===== src/source/mips_settings.svh =====
/*
 * build-wide constants for the instruction front end
 * include wherever the reset PC or store geometry is needed
 */
`ifndef MIPS_SETTINGS_SVH
`define MIPS_SETTINGS_SVH

// ==================================================
// program counter
// ==================================================
// first fetch address after reset
`define MIPS_RESET_PC 32'h0000_0000

// ==================================================
// instruction store geometry
// ==================================================
// number of 32-bit words
`define MIPS_IMEM_DEPTH 256
// word address width, log2 of the depth
`define MIPS_IMEM_AW 8

`endif


===== src/source/isa_pkg.sv =====
/*
 * instruction set encodings and the decode views of one instruction word
 */
`default_nettype none

package isa_pkg;

	// ==================================================
	// primary opcodes
	// ==================================================
	// only control transfers are listed
	// anything else passes through as a plain instruction
	typedef enum logic [5:0] {
		OP_SPECIAL = 6'h00,
		OP_J       = 6'h02,
		OP_JAL     = 6'h03,
		OP_BEQ     = 6'h04,
		OP_BNE     = 6'h05
	} opcode_e;

	// funct field of SPECIAL instructions
	typedef enum logic [5:0] {
		FN_JR = 6'h08
	} funct_e;

	// ==================================================
	// instruction formats
	// ==================================================
	// register format
	typedef struct packed {
		opcode_e    op;
		logic [4:0] rs;
		logic [4:0] rt;
		logic [4:0] rd;
		logic [4:0] shamt;
		funct_e     funct;
	} r_view_s;

	// immediate format, branches use the offset here
	typedef struct packed {
		opcode_e     op;
		logic [4:0]  rs;
		logic [4:0]  rt;
		logic [15:0] imm;
	} i_view_s;

	// jump format
	typedef struct packed {
		opcode_e     op;
		logic [25:0] index;
	} j_view_s;

	// one 32-bit word seen through all three formats
	typedef union packed {
		r_view_s r;
		i_view_s i;
		j_view_s j;
	} instr_u;

endpackage

`default_nettype wire


===== src/source/pipe_pkg.sv =====
/*
 * bundles passed between the front end stages and to the load port
 */
`include "mips_settings.svh"
`default_nettype none

package pipe_pkg;

	// IF/ID pipeline register contents
	typedef struct packed {
		logic [31:0]     pc;
		logic [31:0]     pc4;
		isa_pkg::instr_u instr;
	} ifid_s;

	// targets and select conditions fed back to fetch
	typedef struct packed {
		logic [31:0] addr_b;
		logic [31:0] addr_j;
		logic [31:0] addr_jr;
		logic        con_b;
		// bit 0 j or jal, bit 1 jr
		logic [1:0]  con_j;
	} redirect_s;

	// ==================================================
	// program load port
	// ==================================================
	// one word written per cycle while we is high
	typedef struct packed {
		logic                     we;
		logic [`MIPS_IMEM_AW-1:0] addr;
		logic [31:0]              data;
	} imem_load_s;

endpackage

`default_nettype wire


===== src/source/branch_resolve.sv =====
/*
 * control-transfer decode of the IF/ID instruction
 * produces targets, select conditions and the jal link write, all combinational
 */
`timescale 1ns/1ns
`default_nettype none

module branch_resolve (
	input  wire pipe_pkg::ifid_s       i_ifid,
	input  wire logic [31:0]           i_rs_val,
	input  wire logic [31:0]           i_rt_val,
	output pipe_pkg::redirect_s        o_redirect,
	output logic                       o_taken,
	output logic                       o_link_we,
	output logic [31:0]                o_link_addr
);

	import isa_pkg::*;

	// ==================================================
	// classify
	// ==================================================
	logic is_jr;
	logic is_j;
	logic is_jal;
	logic is_beq;
	logic is_bne;

	// jr lives under SPECIAL, decoded through the R view
	assign is_jr  = (i_ifid.instr.r.op == OP_SPECIAL) &&
	                (i_ifid.instr.r.funct == FN_JR);
	assign is_j   = (i_ifid.instr.j.op == OP_J);
	assign is_jal = (i_ifid.instr.j.op == OP_JAL);
	assign is_beq = (i_ifid.instr.i.op == OP_BEQ);
	assign is_bne = (i_ifid.instr.i.op == OP_BNE);

	// ==================================================
	// targets
	// ==================================================
	logic [31:0] br_offset;

	// sign-extended word offset
	assign br_offset = {{14{i_ifid.instr.i.imm[15]}}, i_ifid.instr.i.imm, 2'b00};

	// relative to the delay slot address
	assign o_redirect.addr_b  = i_ifid.pc4 + br_offset;
	// region of the delay slot
	assign o_redirect.addr_j  = {i_ifid.pc4[31:28], i_ifid.instr.j.index, 2'b00};
	assign o_redirect.addr_jr = i_rs_val;

	// ==================================================
	// conditions
	// ==================================================
	logic rs_eq_rt;

	assign rs_eq_rt = (i_rs_val == i_rt_val);

	assign o_redirect.con_b    = (is_beq && rs_eq_rt) || (is_bne && !rs_eq_rt);
	assign o_redirect.con_j[0] = is_j || is_jal;
	assign o_redirect.con_j[1] = is_jr;

	// any transfer that moves the PC off the sequential path
	assign o_taken = o_redirect.con_b || (|o_redirect.con_j);

	// ==================================================
	// link
	// ==================================================
	// return point skips the delay slot
	assign o_link_we   = is_jal;
	assign o_link_addr = i_ifid.pc4 + 32'd4;

endmodule

`default_nettype wire


===== config.mk =====
export PLATFORM = sky130hd
export DESIGN_NAME = branch_resolve
export DESIGN_NICKNAME = d
export VERILOG_FILES = /design/src/source/isa_pkg.sv /design/src/source/pipe_pkg.sv /design/src/source/branch_resolve.sv
export VERILOG_INCLUDE_DIRS = /design/src /design/src/source
export SDC_FILE = /design/constraint.sdc
export NUM_CORES = 1
export LEC_CHECK = 0
export BUFFER_PORTS_ARGS = -buffer_cell sky130_fd_sc_hd__buf_2
export CAP_MARGIN = 10
export CORE_AREA = 2 2 115 117
export DETAILED_ROUTE_END_ITERATION = 12
export DIE_AREA = 0 0 117 119
export PLACE_DENSITY = 0.62
export SLEW_MARGIN = 20
export SYNTH_ARGS = -nofsm -noshare
export SYNTH_HDL_FRONTEND = slang
export SYNTH_SLANG_ARGS = --single-unit

===== constraint.sdc =====
create_clock -name vclk -period 4.9
set_input_delay 0.245 -clock vclk [all_inputs]
set_output_delay 0.245 -clock vclk [all_outputs]
set_load 0.01 [all_outputs]

# Word-level counts from Yosys, hierarchy flattened
# Index checks and enable logic that the tools add are counted.
# W data, S select, Z words.
[op_classes] add_sub_neg=2 n_eq_ne=6 reduce_logical=9
[ops] cell="$add A32 B3 Y32 const B" count=1
[ops] cell="$add A32 B32 Y32" count=1
[ops] cell="$eq A32 B32 Y1" count=1
[ops] cell="$eq A6 B2 Y1 const B" count=2
[ops] cell="$eq A6 B3 Y1 const B" count=2
[ops] cell="$eq A6 B4 Y1 const B" count=1
[ops] cell="$logic_not A6 Y1" count=1
[ops] cell="$logic_and A1 B1 Y1" count=3
[ops] cell="$logic_or A1 B1 Y1" count=3
[ops] cell="$reduce_or A2 Y1" count=1
[ops] cell="$logic_not A1 Y1" count=1
[totals] reg_bits=0 word_cells=17

# Logic depth before layout (Yosys ltp)
# Gate-level depths: netlist (run 1).
[logic_depth] word_depth=5 mapped_depth=10

# Least setup slack after synthesis (run 1)
# OpenSTA, ideal clock, no wires.
[synth_timing] path_type="input to output" start="in i_ifid[15] (netlist bit)" end="out o_redirect[97] (netlist bit)" t_arrival_ns=2.040 required_time_ns=4.655 path_slack_ns=2.615 cell_stages=8 path_cell_list="ha_1 -> clkbuf_1 -> nand3_1 -> or4_4 -> a31oi_4 -> o21ai_2 -> a21oi_2 -> xor2_1"
[synth_rtl] item="start, declared" line_no="branch_resolve.sv:9" rtl="input wire pipe_pkg::ifid_s i_ifid,"
[synth_rtl] item="end, declared" line_no="branch_resolve.sv:12" rtl="output pipe_pkg::redirect_s o_redirect,"

==> impl_metrics.toml, run 1 <==
[logic_synthesis]
ys_warn_count = 0
synth_top_area_frac = 0.170
avgSynthCellArea_um2 = 7.11
synthDistinctLibCells = 58
synthesis.area_mm2 = 0.00305
ys_seq_area_frac = 0
syn_inst = 429
yosys.area.top_type = "buf_4"
synthTopCellsByArea = "buf_4, xor2_1, ha_1"

[cts]
cts_setup_buffers = 0
hold_buffers = 0
cts_resized = 0

[routing]
vias = 3378
drc_errors = 0
routed_wl_um = 10500
ant_nets = 0
wl_per_cell_um = 13.7
firstDrtPassIters = 4
drtIter0Drc = 143
via_per_inst = 4.43

[final_layout]
seq_cell_count = 0
n_fill_cell = 1473
nets = 780
layout-drive-gt1-share = 0.422
layout_common_cells = "buf_2, xor2_1, xnor2_1, nor2_1, ha_1"
final-seq-area_um2 = 0
clockBufferCount = 0
diodes = 0
area_growth_pct = 27.4
final_common_cell = "buf_2"

[pwr]
internal-power_mw = 0.207
leakage_nw = 1.98
clockPowerShare = 0
power.density_mw_per_mm2 = 122
seq_power_share = 0
p_sw_mw = 0.268
ir_drop_mv = 0.0497
switching_share = 0.564
power_frac_comb = 1.000

[placement]
port_buffers = 233
dp_slack_ns = 2.08
dp_hpwl_um = 9380
routabilityCongestion = 0.865

[timing]
rsz0062_at_grt = "no"
hold_viol_final = 0
max_slew_margin = 0.607
postLayoutSetupSlackWorst_ns = 2.00
worst_slew_pin_slew_ns = 0.574
setup_violations = 0
fin_tns_setup_ns = 0
fmax_mhz = 345
timing.final.crit_period_ns = 2.90
drv_slew = 0
fin_crit_sh = 0.592

[die]
core_area_mm2 = 0.0129
initial_core_util = 0.237
dieArea_mm2 = 0.0139
rows = 42
die_w_um = 117
io_pins = 293
die_y_um = 119

[run_status]
status = "completed"

[min_path]
hold_class = "input pin to output port"
worstHoldEndpoint = "o_redirect[56]"
hp-start = "i_ifid[19]"
holdPathStages = 0

[grt]
grt_pass1_vias = 3122
grt_max_degree = 17
grt_use_total = 0.141
grt_first_pass_wirelength_um = 15900
antenna_found_initial = 0
grt_overflow = 0

[worst_setup_path]
end_kind = "output port"
crit_path_cell_trace = "buf_2 -> ha_1 -> and2_2 -> nand3_1 -> or2_1 -> a2111oi_0 -> a311oi_1 -> o21ai_1 -> xor2_1 -> buf_2"
path_max_fanout = 16
start_kind = "input pin"
cpMostUsedCell = "buf_2"
critical_path_class = "input pin to output port"
critPathSlowestCell = "a2111oi_0"
cp_data_arrival_time_ns = 2.66
crit_buf_inv = 2
cp.required_ns = 4.66
crit_family = "compound AO/OA/AOI/OAI gates"
critPathMaxStageDelay_ns = 0.53

[flow_run]
maxCapViolCount = 0
## layout make-up
| class | instances | area, um^2 | area share |
|---|---|---|---|
| tap | 176 | 220 | 0.0567 |
| multi-input combinational | 341 | 2450 | 0.631 |
| inverter | 13 | 48.8 | 0.0126 |
| timing repair buffer | 233 | 1170 | 0.300 |
## layer usage
layer | GRT usage | vias to the layer above | routed length (um)
met5 | 0 | - | 0
met2 | 0.234 | 127 | 4720
met3 | 0.0224 | 8 | 828
met4 | 0.0110 | 0 | 87
met1 | 0.199 | 1475 | 4840
li1 | - | 1768 | -
## power groups by stage
stage / Sequential [mW] / Clock, mW / Combinational [mW]
after floorplan: 0 / 0 / 0.314
after detailed placement: 0 / 0 / 0.475
after global routing: 0 / 0 / 0.525
after global placement: 0 / 0 / 0.474
after CTS: 0 / 0 / 0.477
final: 0 / 0 / 0.474
## worst max-delay path by stage
stage	startpoint	end	slack, ns	cells past startpoint
after floorplan	i_ifid[15]	o_redirect[97]	2.61	8
after CTS	i_ifid[15]	o_redirect[97]	2.08	10
after global placement	i_ifid[15]	o_redirect[96]	2.08	10
after detailed placement	i_ifid[15]	o_redirect[97]	2.08	10
after global routing	i_ifid[15]	o_redirect[96]	1.83	10
final	i_ifid[15]	o_redirect[96]	2.00	10
## cell usage after synthesis, drive strengths merged (3+ instances only)
cell,n
a21o,10
and2,4
a31oi,7
nor2,34
or2,3
o21ai,16
inv,12
ha,30
o31ai,3
and3,8
nand4,11
buf,72
a21oi,26
and4,5
xor2,51
clkbuf,4
a211oi,3
xnor2,36
nor4,9
nor3,5
nand2,25
nor2b,6
nand3,20
o21a,4
## kinds of logic after synthesis
logic type / after synthesis / share of synthesized area
AOI/OAI and AO/OA: 82 / 0.180
xor gates and xnor gates: 87 / 0.250
and+or+nand+nor: 139 / 0.241
adders and majority gates: 31 / 0.130
other: 1 / 0.00123
buffers and inverters: 89 / 0.198
## per-stage QoR
| stage | util | area [um^2] | instances | hold WS (ns) | power [mW] |
|---|---|---|---|---|---|
| after global routing | 0.302 | 3880 | 763 | 0.490 | 0.525 |
| after floorplan | - | 3050 | 430 | 0.521 | 0.314 |
| after global placement | 0.302 | 3880 | 763 | 0.490 | 0.474 |
| after CTS | 0.302 | 3880 | 763 | 0.490 | 0.477 |
| after detailed placement | 0.302 | 3880 | 763 | 0.490 | 0.475 |
| final | 0.302 | 3880 | 763 | 0.490 | 0.474 |
(Power assumes the default switching activity.)
==> run 2, diff against run 1 <==
--- a/config.mk
+++ b/config.mk
@@ -11,7 +11,7 @@
 export CORE_AREA = 2 2 115 117
 export DETAILED_ROUTE_END_ITERATION = 12
 export DIE_AREA = 0 0 117 119
-export PLACE_DENSITY = 0.62
+export PLACE_DENSITY = 0.64
 export SLEW_MARGIN = 20
 export SYNTH_ARGS = -nofsm -noshare
 export SYNTH_HDL_FRONTEND = slang
==> constraint.sdc (replaced) <==
create_clock -name vclk -period 2.4
set_input_delay 0.12 -clock vclk [all_inputs]
set_output_delay 0.12 -clock vclk [all_outputs]
set_load 0.01 [all_outputs]
==> impl_metrics.toml, run 2 (synthesized netlist as in run 1, its figures left out) <==
[routing]
via_per_inst = 4.47
wl_per_cell_um = 13.7
vias = 3664
drc_errors = 0
firstDrtPassIters = 4
routed_wl_um = 11200
ant_nets = 0
drtIter0Drc = 163

[timing]
setup_violations = 0
drv_slew = 0
rsz0062_at_grt = "yes"
fmax_mhz = 430
hold_viol_final = 0
holdWs_ns = 0.240
timing.final.crit_period_ns = 2.32
fin_crit_sh = 0.968

[worst_setup_path]
cp_data_arrival_time_ns = 2.20
critical_path_class = "input pin to output port"
path_max_fanout = 4
cp.required_ns = 2.28
end_kind = "output port"
start_kind = "input pin"

[die]
initial_core_util = 0.237
io_pins = 293
die_w_um = 117
dieArea_mm2 = 0.0139
core_area_mm2 = 0.0129
die_y_um = 119
rows = 42

[final_layout]
final_util = 0.348
clockBufferCount = 0
seq_cell_count = 0
layout_common_cells = "buf_2, buf_4, xor2_1, xnor2_1, nor2_1"
final_common_cell = "buf_2"
area_growth_pct = 46.8
n_fill_cell = 1394
diodes = 0
design_area_mm2 = 0.00448
multiInputGateArea_mm2 = 0.00261
layout-drive-gt1-share = 0.502
final_cells = 820
nets = 837
final-seq-area_um2 = 0

[grt]
grt_use_total = 0.147
grt_first_pass_wirelength_um = 16600
antenna_found_initial = 0
grt_overflow = 0
grt_max_degree = 11
grt_pass1_vias = 3359

[run_status]
status = "completed"

[pwr]
finalPower_mw = 1.11
ir_drop_mv = 0.119
leakage_nw = 2.27
power.density_mw_per_mm2 = 248

[placement]
routabilityCongestion = 0.886
dp_hpwl_um = 10200
port_buffers = 233
placed_area_mm2 = 0.00431
dpl.cell_count = 819

[flow_run]
maxCapViolCount = 0

[min_path]
hold_class = "input pin to output port"
[run 2: cell types whose count changed in the layout (fill, tap and decap cells not counted), moves of 2 or more]
cell / delta
buf_4: +57
ha_1: -8
ha_4: +8
buf_2: -2
o21ai_1: -2
o21ai_2: +2
[run 2: timing repair]
action | in CTS | in global routing
hold buffers | 0 | 0
setup buffers | 0 | 1
gates cloned | 0 | 0
endpoints found under the setup margin | 3 | 11
pin swaps | 0 | 8
gates resized for setup | 4 | 22
[run 2: path summary, 6_finish.rpt]
path        from        endpoint  slack, ns  cells after the start
max   i_ifid[34]  o_redirect[79]       0.08                     13
min   i_ifid[19]  o_redirect[56]       0.24                      0
[run 2: final cells by class]
cell class / instances / area share
well taps: 176 / 0.0492
multi-input cells: 341 / 0.582
inverters: 13 / 0.0109
repair buffers: 290 / 0.358
[run 2: layer usage]
layer  GRT usage  vias to the layer above  wire length [um]
met5           0                        -                 0
met4      0.0110                        0                82
met3      0.0387                        6               987
met2       0.250                      132              5240
met1       0.193                     1653              4920
li1            -                     1873                 -
[run 2: report_power, final]
part / leakage (nW) / total (mW) / internal [mW] / switching [mW]
Combinational: 2.27 / 1.11 / 0.523 / 0.585
Sequential: 0 / 0 / 0 / 0
Clock: 0 / 0 / 0 / 0
[run 2: per-stage QoR]
step / worst slack, ns / setup TNS (ns)
final: 0.0766 / 0
after floorplan: 0.365 / 0
after global routing: -0.0475 / -0.0798
after CTS: 0.0360 / 0
after detailed placement: -0.00946 / -0.0235
after global placement: -0.0584 / -0.0584
[run 2: critical path, stage by stage]
cell	delay, ns
clkbuf_4	0.16
ha_4	0.17
inv_2	0.06
fa_2	0.22
nor2b_2	0.05
o31a_1	0.30
buf_4	0.15
o21a_1	0.18
o21a_1	0.20
o21ai_2	0.13
a31oi_1	0.10
xor2_1	0.19
buf_2	0.16
