[config.mk]
export PLATFORM = sky130hd
export DESIGN_NAME = fetch
export DESIGN_NICKNAME = d
export VERILOG_FILES = /design/src/source/isa_pkg.sv /design/src/source/pipe_pkg.sv /design/src/source/fetch.sv
export VERILOG_INCLUDE_DIRS = /design/src /design/src/source
export SDC_FILE = /design/constraint.sdc
export NUM_CORES = 1
export LEC_CHECK = 0
export ABC_AREA = 1
export BUFFER_PORTS_ARGS = -buffer_cell sky130_fd_sc_hd__buf_2
export CAP_MARGIN = 20
export CORE_ASPECT_RATIO = 0.8
export CORE_MARGIN = 2
export CORE_UTILIZATION = 50
export DETAILED_ROUTE_END_ITERATION = 8
export PLACE_DENSITY = 0.86
export SETUP_SLACK_MARGIN = 0.5
export SLEW_MARGIN = 20
export SYNTH_ARGS = -nofsm -noshare
export SYNTH_HDL_FRONTEND = slang
export SYNTH_SLANG_ARGS = --single-unit
[constraint.sdc]
create_clock -name i_clk -period 4.08 [get_ports i_clk]
set_input_delay 0.816 -clock i_clk [delete_from_list [all_inputs] [get_ports i_clk]]
set_output_delay 0.816 -clock i_clk [all_outputs]
set_load 0.05 [all_outputs]
[src/source/mips_settings.svh]
/*
 * build-wide constants for the instruction front end
 * include wherever the reset PC or store geometry is needed
 */
`ifndef MIPS_SETTINGS_SVH
`define MIPS_SETTINGS_SVH

// ==================================================
// program counter
// ==================================================
// first fetch address after reset
`define MIPS_RESET_PC 32'h0000_0000

// ==================================================
// instruction store geometry
// ==================================================
// number of 32-bit words
`define MIPS_IMEM_DEPTH 256
// word address width, log2 of the depth
`define MIPS_IMEM_AW 8

`endif

[src/source/isa_pkg.sv]
/*
 * instruction set encodings and the decode views of one instruction word
 */
`default_nettype none

package isa_pkg;

	// ==================================================
	// primary opcodes
	// ==================================================
	// only control transfers are listed
	// anything else passes through as a plain instruction
	typedef enum logic [5:0] {
		OP_SPECIAL = 6'h00,
		OP_J       = 6'h02,
		OP_JAL     = 6'h03,
		OP_BEQ     = 6'h04,
		OP_BNE     = 6'h05
	} opcode_e;

	// funct field of SPECIAL instructions
	typedef enum logic [5:0] {
		FN_JR = 6'h08
	} funct_e;

	// ==================================================
	// instruction formats
	// ==================================================
	// register format
	typedef struct packed {
		opcode_e    op;
		logic [4:0] rs;
		logic [4:0] rt;
		logic [4:0] rd;
		logic [4:0] shamt;
		funct_e     funct;
	} r_view_s;

	// immediate format, branches use the offset here
	typedef struct packed {
		opcode_e     op;
		logic [4:0]  rs;
		logic [4:0]  rt;
		logic [15:0] imm;
	} i_view_s;

	// jump format
	typedef struct packed {
		opcode_e     op;
		logic [25:0] index;
	} j_view_s;

	// one 32-bit word seen through all three formats
	typedef union packed {
		r_view_s r;
		i_view_s i;
		j_view_s j;
	} instr_u;

endpackage

`default_nettype wire

[src/source/pipe_pkg.sv]
/*
 * bundles passed between the front end stages and to the load port
 */
`include "mips_settings.svh"
`default_nettype none

package pipe_pkg;

	// IF/ID pipeline register contents
	typedef struct packed {
		logic [31:0]     pc;
		logic [31:0]     pc4;
		isa_pkg::instr_u instr;
	} ifid_s;

	// targets and select conditions fed back to fetch
	typedef struct packed {
		logic [31:0] addr_b;
		logic [31:0] addr_j;
		logic [31:0] addr_jr;
		logic        con_b;
		// bit 0 j or jal, bit 1 jr
		logic [1:0]  con_j;
	} redirect_s;

	// ==================================================
	// program load port
	// ==================================================
	// one word written per cycle while we is high
	typedef struct packed {
		logic                     we;
		logic [`MIPS_IMEM_AW-1:0] addr;
		logic [31:0]              data;
	} imem_load_s;

endpackage

`default_nettype wire

[src/source/fetch.sv]
/*
 * fetch stage with the PC, next-PC selection and the IF/ID register
 * the redirect bundle comes back combinationally from branch_resolve
 */
`include "mips_settings.svh"
`timescale 1ns/1ns
`default_nettype none

module fetch (
	input  wire logic                     i_clk,
	input  wire logic                     i_nrst,
	input  wire isa_pkg::instr_u          i_instr,
	input  wire pipe_pkg::redirect_s      i_redirect,
	output logic [`MIPS_IMEM_AW-1:0]      o_imem_addr,
	output pipe_pkg::ifid_s               o_ifid
);

	import pipe_pkg::*;

	// ==================================================
	// program counter
	// ==================================================
	logic [31:0] pc_q;
	logic [31:0] pc4;
	logic [31:0] pc_next;

	// single adder, shared by fall-through and IF/ID
	assign pc4 = pc_q + 32'd4;

	// fixed priority jr, then j/jal, then taken branch
	always_comb begin
		if (i_redirect.con_j[1]) begin
			pc_next = i_redirect.addr_jr;
		end else if (i_redirect.con_j[0]) begin
			pc_next = i_redirect.addr_j;
		end else if (i_redirect.con_b) begin
			pc_next = i_redirect.addr_b;
		end else begin
			pc_next = pc4;
		end
	end

	always_ff @(posedge i_clk, negedge i_nrst) begin
		if (!i_nrst) begin
			pc_q <= `MIPS_RESET_PC;
		end else begin
			pc_q <= pc_next;
		end
	end

	// byte PC to word index
	assign o_imem_addr = pc_q[`MIPS_IMEM_AW+1:2];

	// ==================================================
	// IF/ID register
	// ==================================================
	ifid_s ifid_d;

	always_comb begin
		ifid_d.pc    = pc_q;
		ifid_d.pc4   = pc4;
		ifid_d.instr = i_instr;
	end

	// all zero decodes as a nop
	always_ff @(posedge i_clk, negedge i_nrst) begin
		if (!i_nrst) begin
			o_ifid <= '0;
		end else begin
			o_ifid <= ifid_d;
		end
	end

endmodule

`default_nettype wire

# After elaboration in Yosys (flattened, before gate mapping)
# Index checks and enable logic that the tools add are counted.
# W data, S select, Z words.
dict set report totals {
  regBits 128
  latch_bits 0
  ram_bits 0
  romBits 0
  out_inout_bits 104
  wordCells 8
  n_memories 0
}
dict set report classes {
  addsub 1
  multipliers 0
  div 0
  order_cmp 0
  n_eq_ne 0
  shifts 0
  mux 3
  bitwise_logic 0
  reduce_logical 0
}
# operator count
set op_table {}
lappend op_table {{$mux W32} 3}
lappend op_table {{$add A32 B3 Y32 const B} 1}

# Logic depth before layout (Yosys ltp)
# Gate-level depths: netlist of run 1.
dict set report logic_depth {
  word_depth 4
  ltp_mapped 10
}

# Worst setup path after synthesis of run 1
# OpenSTA, ideal clock, no wires.
dict set report synth_timing {
  path_type {input -> register}
  start {in i_redirect[0] (netlist bit)}
  end {reg pc_q[1]}
  setup_time_ns 0.151
  arrival_time_ns 1.628
  required_time_ns 3.929
  slack_ns 2.301
  cell_stages 7
  path_cell_list {clkbuf_1 > inv_1 > nand2_1 > nor2_1 > inv_1 > o22ai_1 > a41oi_1}
}
dict set report synth_between {
  elab_chain_cells 2
}
# item line_no
set synth_lines {}
lappend synth_lines {{start: declaration} fetch.sv:13} ;# input wire pipe_pkg::redirect_s i_redirect,
lappend synth_lines {{$mux W32} fetch.sv:34} ;# end else if (i_redirect.con_j[0]) begin
lappend synth_lines {{$mux W32} fetch.sv:32} ;# if (i_redirect.con_j[1]) begin
lappend synth_lines {{end signal: assignment} fetch.sv:45} ;# pc_q <= `MIPS_RESET_PC;
lappend synth_lines {{end signal: assignment} fetch.sv:47} ;# pc_q <= pc_next;
lappend synth_lines {{end: declaration} fetch.sv:23} ;# logic [31:0] pc_q;
# Every way passes these cells.

# Worst setup path after layout of run 1
dict set report layout_timing {
  start {in i_redirect[0] (netlist bit)}
  end {reg pc_q[3]}
}
dict set report layout_between {
  elab_chain_cells 2
}
# item line_no
set layout_lines {}
lappend layout_lines {{$mux W32} fetch.sv:34}
lappend layout_lines {{$mux W32} fetch.sv:32}
lappend layout_lines {{net pc_next[3]} fetch.sv:25} ;# logic [31:0] pc_next;
# The timed path passes the listed nets, and every way through them passes these cells.

==> results of run 1 <==
-- state kept, by name (all words and copies together), names as in the netlist --
name / count
o_ifid: 94
pc_q: 32
-- worst register-to-register path, delay by kind of cell, from the launching register on --
kind                       cells  cell delay [ns]
DFF                            1             0.45
and+or+nand+nor                6             0.81
xor gates and xnor gates       1             0.25
adders and majority gates      1             0.26
-- worst max-delay path by stage --
stage                                endpoint  slack [ns]  depth (start not counted)
final                       pc_q[3]$_DFF_PN0_        1.86                          8
after global routing        pc_q[3]$_DFF_PN0_        1.63                          8
after CTS                   pc_q[3]$_DFF_PN0_        1.87                          8
after detailed placement    pc_q[3]$_DFF_PN0_        1.46                          8
after global placement      pc_q[3]$_DFF_PN0_        1.58                          8
after floorplan           pc_q[1]$_DFFE_PN0P_        2.30                          7
-- kinds of logic after synthesis --
logic type,Yosys count,share of synthesized area [%]
flip-flops,126,63.81
AND/OR/NAND/NOR,188,17.37
buffers and inverters,51,4.760
multiplexers,6,1.216
AO/OA/AOI/OAI,61,8.610
adder cells (fa/ha/maj),1,0.2532
XOR/XNOR,19,3.976
-- stage by stage --
| step | instances | utilization, % | instance area (sq um) | setup WS [ns] |
|---|---|---|---|---|
| after CTS | 818 | 70.77 | 6800 | 1.868 |
| final | 818 | 70.77 | 6800 | 1.858 |
| after floorplan | 452 | - | 4941 | 2.301 |
| after global placement | 786 | 64.19 | 6168 | 1.582 |
| after global routing | 818 | 70.77 | 6800 | 1.632 |
| after detailed placement | 786 | 64.19 | 6168 | 1.461 |
-- layout make-up --
class	instances	area (sq um)
clock buffer	19	442.9
clock inverter	13	188.9
fill	741	2809
inverter	26	97.59
multi-input combinational	275	1555
sequential	126	3153
tap	119	148.9
timing repair buffer	240	1214
-- cells in the final DEF (no fill, tap or decap), types with 5 or more instances in the layout --
master / netlist / routed
buf_4: 10 / 5
nand3b_1: 6 / 6
nand3_1: 9 / 9
clkbuf_16: 0 / 17
xnor2_1: 8 / 8
xor2_1: 7 / 7
nor2_1: 51 / 50
nand2_1: 101 / 101
mux2i_1: 6 / 6
buf_2: 5 / 235
inv_1: 26 / 26
nor2_4: 5 / 5
a21oi_1: 21 / 21
a22o_1: 8 / 8
a221oi_1: 20 / 20
dfrtp_1: 126 / 126
nand2_2: 5 / 5
nor2_2: 4 / 5
-- power by group through the flow --
stage               clock, mW  sequential (mW)  combinational (mW)
floorplan                   0             1.72               0.189
global placement            0             1.45               0.681
detailed placement          0             1.45               0.693
CTS                      1.61             1.43               0.695
global route             1.67             1.44               0.732
finish                   1.59             1.43               0.693
-- metal layers --
metal / wire [um] / share of wire [%] / global-route usage (%) / vias to the layer above
met5: 0 / 0 / 0 / -
met4: 153 / 1.1 / 9.438 / 0
met3: 1134 / 8.0 / 6.806 / 14
met2: 6960 / 49 / 45.10 / 219
met1: 5995 / 42 / 37.44 / 2039
li1: - / - / - / 1949
==> reports/results.ini, run 1 <==
[finish]
syn_to_final_growth_pct=37.63
drive_gt1_share_pct=42.20
nets=820
diodes=0

[power]
power_density_nw_per_um2=546.6
total_power_mw=3.717
seqPwrFrac_pct=38.5
p_clk_share_pct=42.8
sw_frac_of_total_pct=30.79
internal_power_mw=2.572
p_comb_share_pct=18.6
ir_drop_v=0.0003268
leakage_nw=3.465
power.switching_mw=1.145

[yosys]
ys_seq_area_share_pct=63.81
synth_area_leaders=dfrtp_1, nand2_1, nor2_1
synth_edf_count=0
syn_avg_cell_area_sq_um=10.93
synthTopCellsByCount=dfrtp_1, nand2_1, nor2_1
synth-main-ff-cell=dfrtp_1
synth_cell_type_count=34
yosysMostFrequentCell=dfrtp_1
synth.ff_latch_count=126
yosysTopAreaCellShare_pct=63.81
synthArstFlopShare_pct=100.0
synth_area_sq_um=4941
yosysWarnings=0
yosysTopAreaCell=dfrtp_1
syn_inst=452
synth_fp_nets=586

[drt]
avgRoutedWirePerCell_um=17.41
drt_wl_total_um=14240
drc=0
antenna_left=0
drt_iter0_drc=299
dr_total_vias=4221
first_pass_iters=6
routed_via_density=5.160

[global_route]
grt_pass1_wl_um=22090
antenna_found_initial=0
grt_overflow=0
grt_pass1_vias=4296
grt_max_degree=61
track_usage_pct=28.01

[worst_setup_path]
end_kind=register
required_ns=4.38
critPathTopFamily=buffers and inverters
r2r-start=pc_q[2]$_DFF_PN0_
r2r_cells=8
setup.worst_path.class=input port to register
crit_buf_inv=4
reg2reg_slack_ns=2.25
crit_start=i_redirect[0]
crit_fanout=34
cpPeakStageDelay_ns=0.54
cp.arrival_ns=2.52
crit_chain=buf_2 -> inv_1 -> nand2_1 -> inv_1 -> a22oi_1 -> nand3_1 -> o21ai_0 -> inv_1
worstReg2RegEnd=pc_q[20]$_DFF_PN0_
cp_common_cell=inv_1
start_kind=input port
cp_slowest_cell=buf_2

[clock_network]
cts_htree_levels=4
cts_hold_buf=0
cts_tree=yes
clockRootBuffer=clkbuf_16
cts_sinks=126
postCtsSetupBuffers=0
cts_buffer_depth=2
cts.repair.resized=0
numCtsBuffers=17
clk_transition_reported_paths_ns=0.05
clk_latency_ns=0.41

[worst_hold_path]
hold_path_end=o_ifid[32]$_DFF_PN0_
hold_path.class=register to register
holdPathStages=0
min_from=pc_q[0]$_DFFE_PN0P_

[sta]
timing.final.crit_share_pct=54.47
drv_slew=0
hold_violations=0
setup_viol=0
slew_headroom_pct=29.13
fin_hold_ws_ns=0.3945
worstMarginPinSlew_ns=1.062
fmax_ghz=0.4500
skew_ns=0.007392
tns_ns=0
period_needed_ns=2.222
rsz0062_at_grt=false

[place]
gp_congestion=0.8590
io_buffers=236
hpwl_um=10610

[floorplanning]
core-area_sq_um=9609
rows=32
fp.dieW_um=115.1
dieArea_sq_um=10700
initial_core_util_pct=51.42
fp.dieH_um=92.92
pin_count=237

[status]
outcome=completed

[flow_run]
maxCapViolCount=0

No activity file was read; power rests on OpenSTA's default activity.
==> run 2, diff against run 1 <==
Settings changed: CORE_UTILIZATION 50 to 46, PLACE_DENSITY 0.86 to 0.8.
Clock period 4.08 ns to 2.16 ns, I/O delays scaled along.
==> reports/results.ini, run 2 (same netlist as run 1, synthesis figures left out) <==
[status]
outcome=completed  ; unchanged

[place]
gp_congestion=0.8589  ; was 0.8590
io_buffers=236  ; unchanged
hpwl_um=10510  ; was 10610 um
place_area_sq_um=6257  ; was 6168 sq um

[worst_setup_path]
cp.arrival_ns=1.23  ; was 2.52 ns
cp_slowest_cell=dfrtp_1  ; was buf_2
setup.worst_path.class=register to primary output  ; was input port to register
end_kind=primary output  ; was register
cpPeakStageDelay_ns=0.43  ; was 0.54 ns
crit_fanout=4  ; was 34
crit_chain=buf_4 -> buf_2  ; was buf_2 -> inv_1 -> nand2_1 -> inv_1 -> a22oi_1 -> nand3_1 -> o21ai_0 -> inv_1
start_kind=register  ; was input port
required_ns=1.73  ; was 4.38 ns

[global_route]
grt_overflow=0  ; unchanged
track_usage_pct=24.72  ; was 28.01%
antenna_found_initial=0  ; unchanged
grt_max_degree=45  ; was 61
grt_pass1_wl_um=21720  ; was 22090 um
grt_pass1_vias=4169  ; was 4296

[clock_network]
clockRootBuffer=clkbuf_16  ; unchanged
cts_sinks=126  ; unchanged
clk_latency_ns=0.41  ; about the same
cts_htree_levels=4  ; unchanged
clk_transition_reported_paths_ns=0.06  ; was 0.05 ns
cts_tree=yes  ; unchanged
cts_hold_buf=0  ; unchanged
numCtsBuffers=17  ; unchanged
cts_buffer_depth=2  ; unchanged

[finish]
drive_gt1_share_pct=44.87  ; was 42.20%
final_cell_mix=buf_2, dfrtp_1, nand2_1  ; unchanged
nets=832  ; was 820
syn_to_final_growth_pct=40.24  ; was 37.63%
largest_reg_flops=94  ; unchanged
reg_top3=o_ifid (94), pc_q (32)  ; unchanged
layout_commonest_cell=buf_2  ; unchanged
final_cell_area_sq_um=6929  ; was 6800 sq um
fin_util_pct=66.86  ; was 70.77%
diodes=0  ; unchanged
top_register=o_ifid  ; unchanged

[drt]
routed_via_density=4.810  ; was 5.160
drt_iter0_drc=192  ; was 299
antenna_left=0  ; unchanged
dr_total_vias=4093  ; was 4221
drc=0  ; unchanged
drt_wl_total_um=13580  ; was 14240 um
first_pass_iters=4  ; was 6
avgRoutedWirePerCell_um=15.96  ; was 17.41 um

[sta]
timing.final.crit_share_pct=76.90
slew_headroom_pct=61.14  ; was 29.13%
fin_hold_ws_ns=0.01562  ; was 0.3945 ns
skew_ns=0.005199  ; was 0.007392 ns
drv_slew=0  ; unchanged
worstMarginPinSlew_ns=0.5808  ; was 1.062 ns
fmax_ghz=0.6020
setup_viol=0  ; unchanged
tns_ns=0  ; unchanged
rsz0062_at_grt=true  ; was false
hold_violations=0  ; unchanged
period_needed_ns=1.661

[floorplanning]
rows=33  ; was 32
fp.dieW_um=119.9  ; was 115.1 um
fp.dieH_um=96.70  ; was 92.92 um
initial_core_util_pct=47.68  ; was 51.42%
pin_count=237  ; unchanged
core-area_sq_um=10360  ; was 9609 sq um
dieArea_sq_um=11590  ; was 10700 sq um

[power]
power_density_nw_per_um2=985.4  ; was 546.6 nW/um^2
ir_drop_v=0.0006077  ; was 0.0003268 V
leakage_nw=3.505  ; was 3.465 nW

[flow_run]
maxCapViolCount=0  ; unchanged

[worst_hold_path]
hold_path.class=input port to asynchronous set/reset pin  ; was register to register

==> run 2: cell count changes in the layout (fill, tap and decap cells not counted), moves of 2 or more <==
| cell | previous run | this run |
|---|---|---|
| buf_12 | 0 | 2 |
| buf_4 | 5 | 15 |
| bufinv_16 | 4 | 2 |
| dfrtp_1 | 126 | 120 |
| dfrtp_2 | 0 | 6 |
| inv_6 | 1 | 5 |
| nor2_1 | 50 | 48 |
| nor2_2 | 5 | 7 |
==> run 2: worst max-delay path: cells and delay by family, from the launching register on <==
family | cells | cell delay, ns
buffers and inverters | 2 | 0.39
DFF | 1 | 0.43
==> run 2: report_power, final <==
group	switching, mW	internal (mW)	total [mW]	leakage (nW)
Sequential	0.132	2.57	2.70	1.46
Clock	1.07	1.71	2.78	0.281
Combinational	0.988	0.354	1.34	1.77
Total	2.19	4.64	6.83	3.51
==> run 2: final cells by class <==
class                           count  area (sq um)
Clock inverter                     15         162.7
Multi-Input combinational cell    275          1579
Sequential cell                   126          3161
Tap cell                          140         175.2
Clock buffer                       17         425.4
Fill cell                         830          3435
Inverter                           26         97.59
Timing Repair Buffer              252          1329
==> run 2: per-layer routing <==
metal  vias to the layer above  wire (um)  GRT usage, %
li1                       1969          -             -
met2                       188       6292         38.46
met3                        10       1004         6.486
met1                      1926       6178         34.76
met5                         -          0             0
met4                         0        105         6.425
==> run 2: worst paths after layout <==
path	from	endpoint	slack, ns	depth (start not counted)
max reg2reg	pc_q[3]$_DFF_PN0_	pc_q[14]$_DFF_PN0_	0.53	7
max	pc_q[3]$_DFF_PN0_	o_imem_addr[1]	0.50	2
min reg2reg	pc_q[0]$_DFFE_PN0P_	o_ifid[32]$_DFF_PN0_	0.38	0
min	i_nrst	o_ifid[79]$_DFF_PN0_	0.02	1
min in group i_clk	i_instr[0]	o_ifid[0]$_DFF_PN0_	0.13	1
max in group asynchronous	i_nrst	pc_q[16]$_DFF_PN0_	1.52	2
==> run 2: through the flow <==
step	worst slack [ns]	std cells	power, mW
floorplan	0.7378	452	3.615
global placement	0.3637	812	4.041
detailed placement	0.2961	812	4.059
CTS	0.4946	845	6.852
global route	0.4000	851	7.095
finish	0.4990	851	6.828
==> run 2: what timing repair did <==
item | in CTS | in global routing
pin swaps | 0 | 8
gates resized for setup | 2 | 10
cloned | 0 | 0
endpoints found under the setup margin | 6 | 20
setup buffers | 1 | 6
hold endpoints to repair | 0 | 0
==> run 3, diff against run 2 <==
Settings changed: CORE_UTILIZATION 46 to 42, PLACE_DENSITY 0.8 to 0.77.
Clock period 2.16 ns to 1.3 ns, I/O delays scaled along.
==> reports/results.ini, run 3 (same netlist as run 1, synthesis figures left out) <==
[clock_network]
clockRootBuffer=clkbuf_16  ; unchanged
cts_tree=yes  ; unchanged
clk_latency_ns=0.41  ; about the same
numCtsBuffers=17  ; unchanged
clk_transition_reported_paths_ns=0.06  ; about the same
cts_hold_buf=32  ; was 0
cts_buffer_depth=2  ; unchanged
cts_sinks=126  ; unchanged
cts_htree_levels=4  ; unchanged

[sta]
timing.final.crit_share_pct=122.7
period_needed_ns=1.595
worstMarginPinSlew_ns=0.4573  ; was 0.5808 ns
fmax_ghz=0.6271
skew_ns=0.007342  ; was 0.005199 ns
fin_hold_ws_ns=-0.3056  ; was 0.01562 ns
fin_ws_ns=-0.2947  ; was 0.4990 ns
drv_slew=0  ; unchanged
slew_headroom_pct=69.51  ; was 61.14%
setup_viol=59  ; was 0
rsz0062_at_grt=true  ; unchanged
hold_violations=55  ; was 0

[finish]
drive_gt1_share_pct=69.53  ; was 44.87%
top_register=o_ifid  ; unchanged
fin_util_pct=84.39  ; was 66.86%
final_cell_area_sq_um=9683  ; was 6929 sq um
largest_reg_flops=94  ; unchanged
fill_cells=562  ; was 830
layout_commonest_cell=buf_2  ; unchanged
final_cell_mix=buf_2, buf_8, dfrtp_2  ; was buf_2, dfrtp_1, nand2_1
nets=949  ; was 832
regArea_sq_um=3277  ; was 3161 sq um
multi_input_area_sq_um=1981  ; was 1579 sq um
final_cell_count_no_fill=975  ; was 851
syn_to_final_growth_pct=95.97  ; was 40.24%
reg_top3=o_ifid (94), pc_q (32)  ; unchanged
diodes=0  ; unchanged

[global_route]
grt_pass1_vias=5046  ; was 4169
antenna_found_initial=1  ; was 0
track_usage_pct=28.77  ; was 24.72%
grt_max_degree=50  ; was 45
grt_pass1_wl_um=27420  ; was 21720 um
grt_overflow=0  ; unchanged

[worst_setup_path]
cp_slowest_cell=dfrtp_1  ; unchanged
crit_fanout=4  ; unchanged
cp_common_cell=nand2_2
start_kind=register  ; unchanged
cpPeakStageDelay_ns=0.45  ; was 0.43 ns
setup.worst_path.class=register to register  ; was register to primary output
end_kind=register  ; was primary output
crit_chain=nand2_2 -> nor2_2 -> nand2_2 -> nor2_8 -> xor2_2 -> nand2_1 -> a21oi_2  ; was buf_4 -> buf_2
crit_buf_inv=0  ; was 2
critPathTopFamily=simple AND/OR/NAND/NOR gates  ; was flip-flops
required_ns=1.62  ; was 1.73 ns
cp.arrival_ns=1.92  ; was 1.23 ns

[drt]
routed_via_density=5.086  ; was 4.810
avgRoutedWirePerCell_um=19.60  ; was 15.96 um
dr_total_vias=4959  ; was 4093
first_pass_iters=5  ; was 4
drt_wl_total_um=19110  ; was 13580 um
drc=0  ; unchanged
drt_iter0_drc=352  ; was 192
antenna_left=0  ; unchanged

[place]
placedCellCount=881  ; was 812
io_buffers=236  ; unchanged
hpwl_um=11540  ; was 10510 um
gp_congestion=0.9134  ; was 0.8589
place_area_sq_um=7015  ; was 6257 sq um

[floorplanning]
core-area_sq_um=11470  ; was 10360 sq um
pin_count=237  ; unchanged
dieArea_sq_um=12650  ; was 11590 sq um
fp.dieH_um=101.0  ; was 96.70 um
rows=35  ; was 33
initial_core_util_pct=43.06  ; was 47.68%
fp.dieW_um=125.3  ; was 119.9 um

[worst_hold_path]
hold_path.class=input port to asynchronous set/reset pin  ; unchanged

[power]
power_density_nw_per_um2=1355  ; was 985.4 nW/um^2
leakage_nw=4.517  ; was 3.505 nW
ir_drop_v=0.0009183  ; was 0.0006077 V

[status]
violations=negative hold slack, negative setup slack
outcome=finished with violations  ; was completed

[flow_run]
maxCapViolCount=0  ; unchanged

==> run 3: cell types whose count changed in the layout (fill, tap and decap cells not counted), moves of 11 or more <==
cell / delta
dfrtp_2: +93
buf_8: +104
buf_4: +46
a21oi_1: -17
a21oi_2: +17
dfrtp_1: -93
dlygate4sd3_1: +32
nand2_1: -25
buf_6: +35
nor2_1: -11
nand2_2: +22
buf_2: -106
==> run 3: area by class of cell <==
class / count / share of cell area, %
tap: 148 / 1.912
sequential: 126 / 33.84
timing repair buffer: 369 / 36.43
multi-input combinational: 275 / 20.45
clock inverter: 14 / 1.874
inverter: 26 / 1.098
clock buffer: 17 / 4.393
==> run 3: layer usage <==
metal	part of all wire [%]	GRT usage [%]	up-vias
met2	51	50.38	254
met3	7.5	7.696	45
met4	2.4	8.034	2
li1	-	-	2194
met1	39	35.61	2464
met5	0.068	0	-
==> run 3: timing repair <==
action	in CTS	in global routing
setup endpoints to repair	164	170
setup buffers	15	16
endpoints found under the hold margin	88	18
resized for setup	352	79
pin swaps	17	33
==> run 3: stage by stage <==
step                TNS (ns)  worst slack [ns]  power, mW
floorplan            -0.6723          -0.08957      6.145
CTS                   -5.496           -0.2172      12.88
global route          -12.91           -0.3622      13.57
global placement      -4.377           -0.2626      7.069
detailed placement    -5.948           -0.3150      7.098
finish                -9.174           -0.2947      13.12
==> run 3: path summary, 6_finish.rpt <==
path                                           from              endpoint  slack (ns)  cells after the start
worst max register to register   pc_q[14]$_DFF_PN0_    pc_q[17]$_DFF_PN0_       -0.29                      7
worst min register to register  pc_q[0]$_DFFE_PN0P_  o_ifid[32]$_DFF_PN0_        0.38                      0
min in group i_clk                    i_redirect[6]     pc_q[3]$_DFF_PN0_        0.05                      3
max in group asynchronous                    i_nrst  o_ifid[40]$_DFF_PN0_        1.01                      2
worst max-delay path             pc_q[14]$_DFF_PN0_    pc_q[17]$_DFF_PN0_       -0.29                      7
worst min-delay path                         i_nrst  o_ifid[11]$_DFF_PN0_       -0.31                      1
==> run 3: power breakdown <==
part	switching (mW)	internal, mW	leakage (nW)
clock network	1.84	3.04	0.295
logic	1.98	1.63	2.86
registers	0.308	4.32	1.37
